<file path="config.mk">
export PLATFORM = sky130hd
export DESIGN_NAME = rs_div_top
export DESIGN_NICKNAME = d
export VERILOG_FILES = /design/src/common/rs_pkg.sv /design/src/rs_div/rs_dispatch.sv /design/src/rs_div/rs_div_top.sv /design/src/rs_div/rs_entry.sv /design/src/rs_div/rs_issue_select.sv
export SDC_FILE = /design/constraint.sdc
export NUM_CORES = 2
export LEC_CHECK = 0
export BUFFER_PORTS_ARGS = -buffer_cell sky130_fd_sc_hd__buf_2
export CELL_PAD_IN_SITES_DETAIL_PLACEMENT = 1
export CELL_PAD_IN_SITES_GLOBAL_PLACEMENT = 2
export CORE_MARGIN = 2
export CORE_UTILIZATION = 42
export CTS_BUF_LIST = sky130_fd_sc_hd__clkbuf_8 sky130_fd_sc_hd__clkbuf_16
export CTS_CLUSTER_DIAMETER = 150
export CTS_CLUSTER_SIZE = 16
export DETAILED_ROUTE_END_ITERATION = 10
export GPL_ROUTABILITY_DRIVEN = 0
export PLACE_DENSITY_LB_ADDON = 0.1
export SETUP_SLACK_MARGIN = 0.1
export SLEW_MARGIN = 0
export SYNTH_ARGS = -nofsm -noshare
export SYNTH_HDL_FRONTEND = slang
export SYNTH_HIERARCHICAL = 1
export SYNTH_SLANG_ARGS = --single-unit
</file>
<file path="constraint.sdc">
create_clock -name clk -period 9.9 [get_ports clk]
set_input_delay 1.485 -clock clk [delete_from_list [all_inputs] [get_ports clk]]
set_output_delay 1.485 -clock clk [all_outputs]
set_load 0.05 [all_outputs]
</file>
<file path="src/common/rs_pkg.sv">
package rs_pkg;

    localparam int RS_ENTRIES = 8;
    localparam int RS_IDX_W   = 3;
    localparam int TAG_W      = 8;
    localparam int DATA_W     = 32;
    localparam int PC_W       = 32;
    localparam int OP_W       = 4;

    // lower index wins when two buses carry the same tag
    localparam int BUS_ALU   = 0;
    localparam int BUS_MUL   = 1;
    localparam int BUS_DIV   = 2;
    localparam int BUS_LOAD  = 3;
    localparam int NUM_BUSES = BUS_LOAD + 1;

    typedef struct packed {
        logic [TAG_W-1:0]  tag;
        logic [DATA_W-1:0] data;
        logic              valid;
    } operand_t;

    typedef struct packed {
        logic [PC_W-1:0]  pc;
        logic [TAG_W-1:0] rd;
        logic [OP_W-1:0]  op;
        operand_t         src1;
        operand_t         src2;
    } dispatch_t;

    typedef struct packed {
        logic              valid;
        logic [TAG_W-1:0]  tag;
        logic [DATA_W-1:0] data;
    } result_bus_t;

    typedef struct packed {
        logic [PC_W-1:0]   pc;
        logic [TAG_W-1:0]  rd;
        logic [OP_W-1:0]   op;
        logic [DATA_W-1:0] src1_data;
        logic [DATA_W-1:0] src2_data;
    } issue_t;

    // first set bit of req at or after start, in ring order
    function automatic logic ring_pick(
        input  logic [RS_ENTRIES-1:0] req,
        input  logic [RS_IDX_W-1:0]   start,
        output logic [RS_IDX_W-1:0]   pick
    );
        logic                found;
        logic [RS_IDX_W-1:0] idx;
        found = 1'b0;
        pick  = start;
        for (int i = 0; i < RS_ENTRIES; i++) begin
            idx = start + i[RS_IDX_W-1:0]; // wraps around the ring
            if (!found && req[idx]) begin
                found = 1'b1;
                pick  = idx;
            end
        end
        return found;
    endfunction

    // fill a waiting operand from the buses
    function automatic operand_t snoop_operand(
        input operand_t    opnd,
        input result_bus_t buses [NUM_BUSES]
    );
        operand_t res;
        res = opnd;
        for (int b = BUS_LOAD; b >= BUS_ALU; b--) begin // last hit is lowest index
            if (!opnd.valid && buses[b].valid && buses[b].tag == opnd.tag) begin
                res.valid = 1'b1;
                res.data  = buses[b].data;
            end
        end
        return res;
    endfunction

endpackage

</file>
<file path="src/rs_div/rs_dispatch.sv">
`timescale 1ns/1ps

module rs_dispatch (
    input  logic                          clk,
    input  logic                          reset,
    input  logic                          dispatch_valid,
    input  rs_pkg::dispatch_t             dispatch,
    input  rs_pkg::result_bus_t           result_buses [rs_pkg::NUM_BUSES],
    input  logic [rs_pkg::RS_ENTRIES-1:0] busy,
    output logic [rs_pkg::RS_ENTRIES-1:0] alloc,
    output rs_pkg::dispatch_t             alloc_entry,
    output logic                          rs_full
);

    logic [rs_pkg::RS_IDX_W-1:0] tail;
    logic [rs_pkg::RS_IDX_W-1:0] free_idx;
    logic                        free_found;

    // search from tail so a live entry is never overwritten
    always_comb begin
        free_found = rs_pkg::ring_pick(~busy, tail, free_idx);
        alloc      = '0;
        if (dispatch_valid && free_found) begin
            alloc[free_idx] = 1'b1;
        end
    end

    assign rs_full = &busy;

    // same-cycle bypass from the result buses
    always_comb begin
        alloc_entry      = dispatch;
        alloc_entry.src1 = rs_pkg::snoop_operand(dispatch.src1, result_buses);
        alloc_entry.src2 = rs_pkg::snoop_operand(dispatch.src2, result_buses);
    end

    always_ff @(posedge clk or posedge reset) begin
        if (reset) begin
            tail <= '0;
        end else if (dispatch_valid && free_found) begin
            tail <= free_idx + 1'b1; // one past the new entry
        end
    end

endmodule

</file>
<file path="src/rs_div/rs_div_top.sv">
`timescale 1ns/1ps

module rs_div_top (
    input  logic                clk,
    input  logic                reset,
    input  logic                dispatch_valid,
    input  rs_pkg::dispatch_t   dispatch,
    input  rs_pkg::result_bus_t result_buses [rs_pkg::NUM_BUSES],
    output logic                rs_full,
    output logic                issue_valid,
    output rs_pkg::issue_t      issue
);

    logic [rs_pkg::RS_ENTRIES-1:0] busy;
    logic [rs_pkg::RS_ENTRIES-1:0] ready;
    logic [rs_pkg::RS_ENTRIES-1:0] alloc;
    logic [rs_pkg::RS_ENTRIES-1:0] grant;
    rs_pkg::dispatch_t             alloc_entry;
    rs_pkg::issue_t                entry_out [rs_pkg::RS_ENTRIES];

    rs_dispatch u_dispatch (
        .clk            (clk),
        .reset          (reset),
        .dispatch_valid (dispatch_valid),
        .dispatch       (dispatch),
        .result_buses   (result_buses),
        .busy           (busy),
        .alloc          (alloc),
        .alloc_entry    (alloc_entry),
        .rs_full        (rs_full)
    );

    generate
        for (genvar i = 0; i < rs_pkg::RS_ENTRIES; i++) begin : g_entry
            rs_entry u_entry (
                .clk          (clk),
                .reset        (reset),
                .alloc        (alloc[i]),
                .alloc_entry  (alloc_entry),
                .result_buses (result_buses),
                .grant        (grant[i]),
                .busy         (busy[i]),
                .ready        (ready[i]),
                .entry_out    (entry_out[i])
            );
        end
    endgenerate

    rs_issue_select u_select (
        .clk         (clk),
        .reset       (reset),
        .ready       (ready),
        .entries     (entry_out),
        .grant       (grant),
        .issue_valid (issue_valid),
        .issue       (issue)
    );

endmodule

</file>
<file path="src/rs_div/rs_entry.sv">
`timescale 1ns/1ps

module rs_entry (
    input  logic                clk,
    input  logic                reset,
    input  logic                alloc,
    input  rs_pkg::dispatch_t   alloc_entry,
    input  rs_pkg::result_bus_t result_buses [rs_pkg::NUM_BUSES],
    input  logic                grant,
    output logic                busy,
    output logic                ready,
    output rs_pkg::issue_t      entry_out
);

    logic [rs_pkg::PC_W-1:0]  pc;
    logic [rs_pkg::TAG_W-1:0] rd;
    logic [rs_pkg::OP_W-1:0]  op;
    rs_pkg::operand_t         src1;
    rs_pkg::operand_t         src2;

    // alloc and grant never hit the same entry in one cycle
    always_ff @(posedge clk or posedge reset) begin
        if (reset) begin
            busy <= 1'b0;
        end else if (alloc) begin
            busy <= 1'b1;
        end else if (grant) begin
            busy <= 1'b0; // freed at issue
        end
    end

    always_ff @(posedge clk) begin
        if (alloc) begin
            pc   <= alloc_entry.pc;
            rd   <= alloc_entry.rd;
            op   <= alloc_entry.op;
            src1 <= alloc_entry.src1;
            src2 <= alloc_entry.src2;
        end else begin
            src1 <= rs_pkg::snoop_operand(src1, result_buses); // wakeup
            src2 <= rs_pkg::snoop_operand(src2, result_buses);
        end
    end

    assign ready = busy && src1.valid && src2.valid;

    always_comb begin
        entry_out.pc        = pc;
        entry_out.rd        = rd;
        entry_out.op        = op;
        entry_out.src1_data = src1.data;
        entry_out.src2_data = src2.data;
    end

endmodule

</file>
<file path="src/rs_div/rs_issue_select.sv">
`timescale 1ns/1ps

module rs_issue_select (
    input  logic                          clk,
    input  logic                          reset,
    input  logic [rs_pkg::RS_ENTRIES-1:0] ready,
    input  rs_pkg::issue_t                entries [rs_pkg::RS_ENTRIES],
    output logic [rs_pkg::RS_ENTRIES-1:0] grant,
    output logic                          issue_valid,
    output rs_pkg::issue_t                issue
);

    logic [rs_pkg::RS_IDX_W-1:0] head;
    logic [rs_pkg::RS_IDX_W-1:0] pick;
    logic                        pick_found;

    // rotating priority with head first
    always_comb begin
        pick_found = rs_pkg::ring_pick(ready, head, pick);
        grant      = '0;
        if (pick_found) begin
            grant[pick] = 1'b1;
        end
    end

    always_ff @(posedge clk or posedge reset) begin
        if (reset) begin
            head        <= '0;
            issue_valid <= 1'b0;
        end else begin
            issue_valid <= pick_found;
            if (pick_found) begin
                head <= pick + 1'b1; // skip past the issued entry
            end
        end
    end

    // granted entry goes to the divider
    always_ff @(posedge clk) begin
        if (pick_found) begin
            issue <= entries[pick];
        end
    end

endmodule

</file>
## Word level (Yosys, flattened, before mapping)

Index checks and enable logic that the tools add are counted.

- Flip-flop bits (word level): 1,131
- Memories kept: 0
- Logic and storage cells: 608
- Bits in writable memories: 0
- Output and inout port bits: 110
- Bits in latches: 0
- Memory bits (read-only): 0
- Input port bits: 293

- Shift-type cells: 0
- Order comparisons: 21
- Add/sub/neg operators: 16
- Multipliers: 0
- Equality and inequality tests: 72
- Multiplexer cells: 175
- Divide/modulo/power cells: 0
- Bitwise gates (word level): 2
- Reductions and logical operators: 234

Operator list:

| cell | count |
|---|---|
| 33-bit two-way mux | 88 |
| 8-bit == test | 72 |
| 108-bit binary-select mux with 3-bit select | 1 |
| 108-bit two-way mux | 2 |
| 1-bit logical AND | 177 |
| 5-bit nonzero test | 16 |
| 3-bit by 4-bit less-than comparator with 1-bit output, second input constant | 18 |
| 1-bit two-way mux | 50 |
| 1-bit binary-select mux with 3-bit select | 16 |
| 3-bit two-way mux | 14 |
| 1-bit zero test | 32 |
| 3-bit adder, second input constant | 8 |
| 8-bit two-way mux | 2 |
| 2-bit nonzero test | 8 |
| 3-bit by 1-bit adder with 3-bit output, second input constant | 4 |
| 3-bit by 2-bit adder with 3-bit output, second input constant | 4 |
| 8-bit inverter | 1 |
| 8-bit AND reduction | 1 |
| 1-bit demux with 3-bit select | 2 |
| 3-bit by 1-bit greater-or-equal comparator with 1-bit output, second input constant | 2 |
| 4-bit greater-or-equal comparator, second input constant | 1 |
| 3-bit inverter with 4-bit output | 1 |

## Logic depth before layout (Yosys ltp)

- Depth in word-level cells: 33
- Mapped depth: 19
- Mapped depth without buffers: 12

## Hierarchy

Netlist, hierarchy kept.

By module, submodules not included:

| module | seq. area each (um2) | cells each | area an instance (um2) | instances |
|---|---|---|---|---|
| rs_entry | 3,808.7 | 763 | 7,901.3 | 8 |
| rs_issue_select | 3,343.2 | 620 | 10,842.9 | 1 |
| rs_dispatch | 75.1 | 733 | 5,054.8 | 1 |

## Least setup slack after synthesis

No wires, ideal clock.

- Path kind: reg-to-reg
- Start point: register u_dispatch/tail[0] (netlist bit)
- End point: register g_entry[2].u_entry.src1 (netlist bit g_entry[2].u_entry/entry_out[32]), enable pin
- Path buffers: 6
- Stages on the path, launching flop included: 18
- Data required time: 9,504 ps
- Arrival: 7,243 ps
- Library setup time: 396 ps
- Path slack: 2,262 ps
- Period minus slack after synthesis: 7,638 ps
- Cells stage by stage: dfrtp_1 buf_6 buf_4 inv_1 ha_1 buf_2 mux4_2 mux2_2 o32a_2 a211oi_2 a211oi_4 or2_2 nor2_1 clkbuf_1 clkbuf_1 buf_1 a41oi_1 nand3_1

- Word-level cells in the longest chain between the ends: 30
- Elaborated cells between the ends (all ways): 60
- Classes of those cells: add/sub (7); order compare (2); mux (34); reduce/logical (17)

RTL lines:

| element | line | RTL |
|---|---|---|
| start, declared | rs_dispatch.sv:15 | `logic [rs_pkg::RS_IDX_W-1:0] tail;` |
| start signal, assigned | rs_dispatch.sv:41 | `tail <= free_idx + 1'b1;` |
| parallel branches: the longest is 28 deep, another holds 3-bit by 1-bit adder with 3-bit output | n/a |  |
| 8-bit two-way mux (*) | rs_dispatch.sv:23 | `if (dispatch_valid && free_found) begin` |
| named net alloc (one bit) | rs_div_top.sv:16 | `logic [rs_pkg::RS_ENTRIES-1:0] alloc;` |
| 5-bit nonzero test (no source line) (*) | n/a |  |
| end signal, assigned | rs_entry.sv:37 | `src1 <= alloc_entry.src1;` |
| end signal, assigned | rs_entry.sv:40 | `src1 <= rs_pkg::snoop_operand(src1, result_buses);` |
| end, declared | rs_entry.sv:18 | `rs_pkg::operand_t src1;` |

Mark *: on every way through the listed nets, which the timed path passes. The select of a mux whose other input is x is not followed.
A chain may end at the register's enable or synchronous reset.

## Worst setup path in the final report

- Start point: register u_select/head[0] (netlist bit)
- End point: register, netlist name u_select/issue[7]

- Word-level cells in the longest chain between the ends: 28
- Elaborated cells between the ends (all ways): 55
- Classes of those cells: add/sub (7); mux (33); bitwise (1); reduce/logical (14)

RTL lines:

| element | line | RTL |
|---|---|---|
| start, declared | rs_issue_select.sv:13 | `logic [rs_pkg::RS_IDX_W-1:0] head;` |
| start signal, assigned | rs_issue_select.sv:33 | `head <= pick + 1'b1;` |
| parallel branches: the longest is 23 deep, another holds 3-bit by 1-bit adder with 3-bit output | n/a |  |
| 3-bit two-way mux (*) | rs_pkg.sv:57 | `if (!found && req[idx]) begin` |
| 3-bit inverter with 4-bit output (implied by the code) (*) | rs_issue_select.sv:41 | `issue <= entries[pick];` |
| 108-bit binary-select mux with 3-bit select (*) | rs_issue_select.sv:41 |  |
| 108-bit two-way mux (implied by the code) (*) (2 in a row) | rs_issue_select.sv:41 |  |

Mark *: on every way between the ends. The select of a mux whose other input is x is not followed.

==> results.md <==
* # setup viols final at 0
* Iteration-0 DRC count of the detailed router at 7377
* Clock slew at reported path FFs at ~0.090 ns
* Largest incremental delay on the critical path at 0.90 ns
* Number of filler cells placed in the layout at 20300
* Number of global-route vias before repair at 64200
* Final wirelength at about 360 mm
* Global-route wire length before repair at 503 mm
* Pin count of the biggest net entering global routing at 122
* Maximum vdd drop at 757 µV
* Avg Inst Size Synth at approximately 11 µm²
* Die height at 438 µm
* Setup repair bufs after CTS at 0
* Number of iterations in the first detailed-routing pass at 6
* Number of nets with antenna violations after detailed routing at 0
* Setup skew after layout at between 0.06 and 0.07 ns
* CP Launch Type: flop
* Cell area after layout at 0.0817 mm²
* Sequential-to-total area share from yosys stat at 0.428
* Count of flip-flops with a built-in enable after synthesis at 1116
* Total count of hold-check failures in the final report at 0
* Skew-Pair Late Insertion Delay at 0.80 ns
* Placeable core area at between 0.15 and 0.2 mm²
* CTS tree: done
* CTS HTree Levels at 3
* Power per unit of standard cell area at between 400 and 500 mW/mm²
* Number of rows created at floorplan at 159
* Layout overhead on the synthesized area at 3.32%
* Leading post-synthesis cells by cell area: edfxtp_1 (42%), mux4_2 (6.6%), buf_4 (5.6%)
* Headroom to the max-slew limit at 0.220
* DPL Wire Length at 202 mm
* Number of nets in the layout at 7335
* Final critical delay including setup and external delays at 6.55 ns
* Buffer levels on the longest clock path at 3
* Worst setup path category: flop to flop
* Detailed-route via count at ~64000
* Worst-path cell with the longest stage delay: dfrtp_1
* Slew Viols, Final at 0
* Number of antenna violations at the first check in global routing at 31
* FF/Latch Area at 0.0339 mm²
* CTS Root Buffer Type: clkbuf_16
* Via-per-instance ratio at approximately 6.7
* Starting density of the core at 0.422
* Yosys synthesis warning count at 6
* Hold-fix buffers at CTS at 0
* Cell type with the highest aggregate area in the netlist: edfxtp_1
* Number of distinct library cells after synthesis at 81
* Critical path capture point type: flop
* Final worst slack at 3.35 ns
* Area of combinational cells with multiple inputs at 0.0379 mm²
* Top fanout value on the critical path at 40
* Cells resized by post-CTS repair at 0
* Pin slew with the least headroom to its limit at 1.16 ns
* Most used flip-flop cell after synthesis: edfxtp_1
* Post-Synthesis Net Count at 7754
* Post-route clock period utilization at 0.662
* Register bit count reported by yosys at between 1000 and 1500
* Clock buffers created by TritonCTS at 80
* Most frequent standard cell in the layout excluding fill and tap cells: edfxtp_1
* Required time of the critical path at 10.41 ns
* Port-buffer cells at between 400 and 500
* Total routing resource utilization after global routing at 0.367
* Post-Synthesis Cell Area at 0.0791 mm²
* Maximum clock frequency at 153 MHz
* Worst slack, placed at 3.40 ns
* Area of the die at 0.192 mm²
* Hold Path Class: input pin to asynchronous set/reset pin
* Total negative slack at 0 ns
* Overall overflow remaining after global route at 0
* Remaining design rule violation count at 0
* CP arrival at 7.06 ns
* Synthesized instance count at 7457
* Run status: finished, final reports clean
* Unrepaired setup endpoints after global routing: no
* Top cell type's share of synthesized area at 0.424
* Sequence of cells on the critical path: clkinv_1 -> ha_1 -> mux4_2 -> mux2_2 -> o32ai_4 -> nand2_1 -> o21ai_0 -> xnor2_2 -> buf_4 -> buf_4 -> mux2_2
* Die extent in x at 438 µm
* Top library cells by usage in the layout, fill and taps aside: edfxtp_1 (1116), nand2_1 (817), mux2i_1 (411), buf_2 (402), nor2_1 (385)
* Routed wirelength normalized by instance count at 37.7 µm
* Number of top-level design ports at 403
* Placement-stage cell area at just under 0.08 mm²
* Number of max-capacitance violations reported at 0
* # clock sinks at 1131
* Share of cells above drive strength 1 at 0.197
* Leak Pwr at 29.2 nW
* Async S/R FF share, synth at 0.0133
[metrics by stage]
stage,cells,hold WS [ns],util,total power [mW]
finish,9567,0.662,0.436,35.4
CTS,9552,0.630,0.436,35.2
detailed placement,9451,0.703,0.424,31.8
global route,9555,0.675,0.436,36.7
floorplan,7457,0.564,-,26.5
global placement,9451,0.707,0.424,31.3
[area by class of cell]
type                       instances  area share
timing repair buffer             569      0.0407
sequential                      1131       0.415
clock buffer                      80      0.0245
multi-input combinational       4946       0.464
clock inverter                    21     0.00309
tap                             2495      0.0382
antenna                           15    0.000459
inverter                         310      0.0143
[Yosys cell counts (all sizes together) (249+ instances only)]
cell type and instances:
edfxtp 1116, nand2 817, buf 792, mux2i 413, nor2 402, mux2 375
a21oi 360, inv 309, nand3 307, nand2b 288, o21ai 288, xnor2 285
clkbuf 278, xor2 277, a32oi 249
[sequential cells by signal (all words and copies together), names as in the netlist]
register,count
g_entry.u_entry/pc,256
g_entry.u_entry/op,32
g_entry.u_entry/busy,8
u_select/issue_valid,1
u_select/head,3
u_dispatch/tail,3
g_entry.u_entry/entry_out,512
g_entry.u_entry/src1,72
g_entry.u_entry/rd,64
u_select/issue,108
g_entry.u_entry/src2,72
[worst paths after layout]
check	startpoint	endpoint	slack (ns)	cells past startpoint
min in group clk	g_entry[6].u_entry/busy	g_entry[6].u_entry/busy	0.73	1
min reg2reg	g_entry[6].u_entry/busy	g_entry[6].u_entry/busy	0.73	1
max in group asynchronous	reset	u_select/issue_valid	8.94	2
max reg2reg	u_select/head[0]	u_select/issue[7]	3.35	11
max	u_select/head[0]	u_select/issue[7]	3.35	11
min	reset	g_entry[6].u_entry/busy	0.66	2
[cell families (layout without fill, tap and decap cells)]
logic type	Yosys count	in the layout	synth area share
flip-flops	1131	1131	0.428
XOR/XNOR	562	562	0.0622
other	0	15	0
AO/OA/AOI/OAI	1248	1248	0.108
AND/OR/NAND/NOR	2104	2104	0.127
adder cells (fa/ha/maj)	4	4	0.000633
multiplexers	1028	1028	0.174
buffers and inverters	1380	980	0.0988
[power breakdown]
| part | switching (mW) | internal [mW] | total, mW |
|---|---|---|---|
| clock network | 1.88 | 1.48 | 3.36 |
| registers | 1.27 | 9.29 | 10.6 |
| logic | 12.8 | 8.67 | 21.5 |
| total | 15.9 | 19.4 | 35.4 |
[critical path: cells and delay by family, from the launching register on]
kind,cells,cell delay [ns]
buffers and inverters,3,2.07
muxes,3,1.30
DFF,1,0.90
AOI/OAI and AO/OA,2,0.90
adders and majority gates,1,0.76
xor gates and xnor gates,1,0.20
and+or+nand+nor,1,0.08
[layer usage]
layer  part of all wire  routed length (µm)  global-route usage  vias up
li1                   -                   -                   -    25800
met1               0.40              143000               0.484    33200
met2               0.45              164000               0.581     3766
met3              0.094               33900              0.0663      953
met4              0.056               20400               0.183       12
met5            0.00026                  94                   0        -
Power figures use the tool's default switching activity.
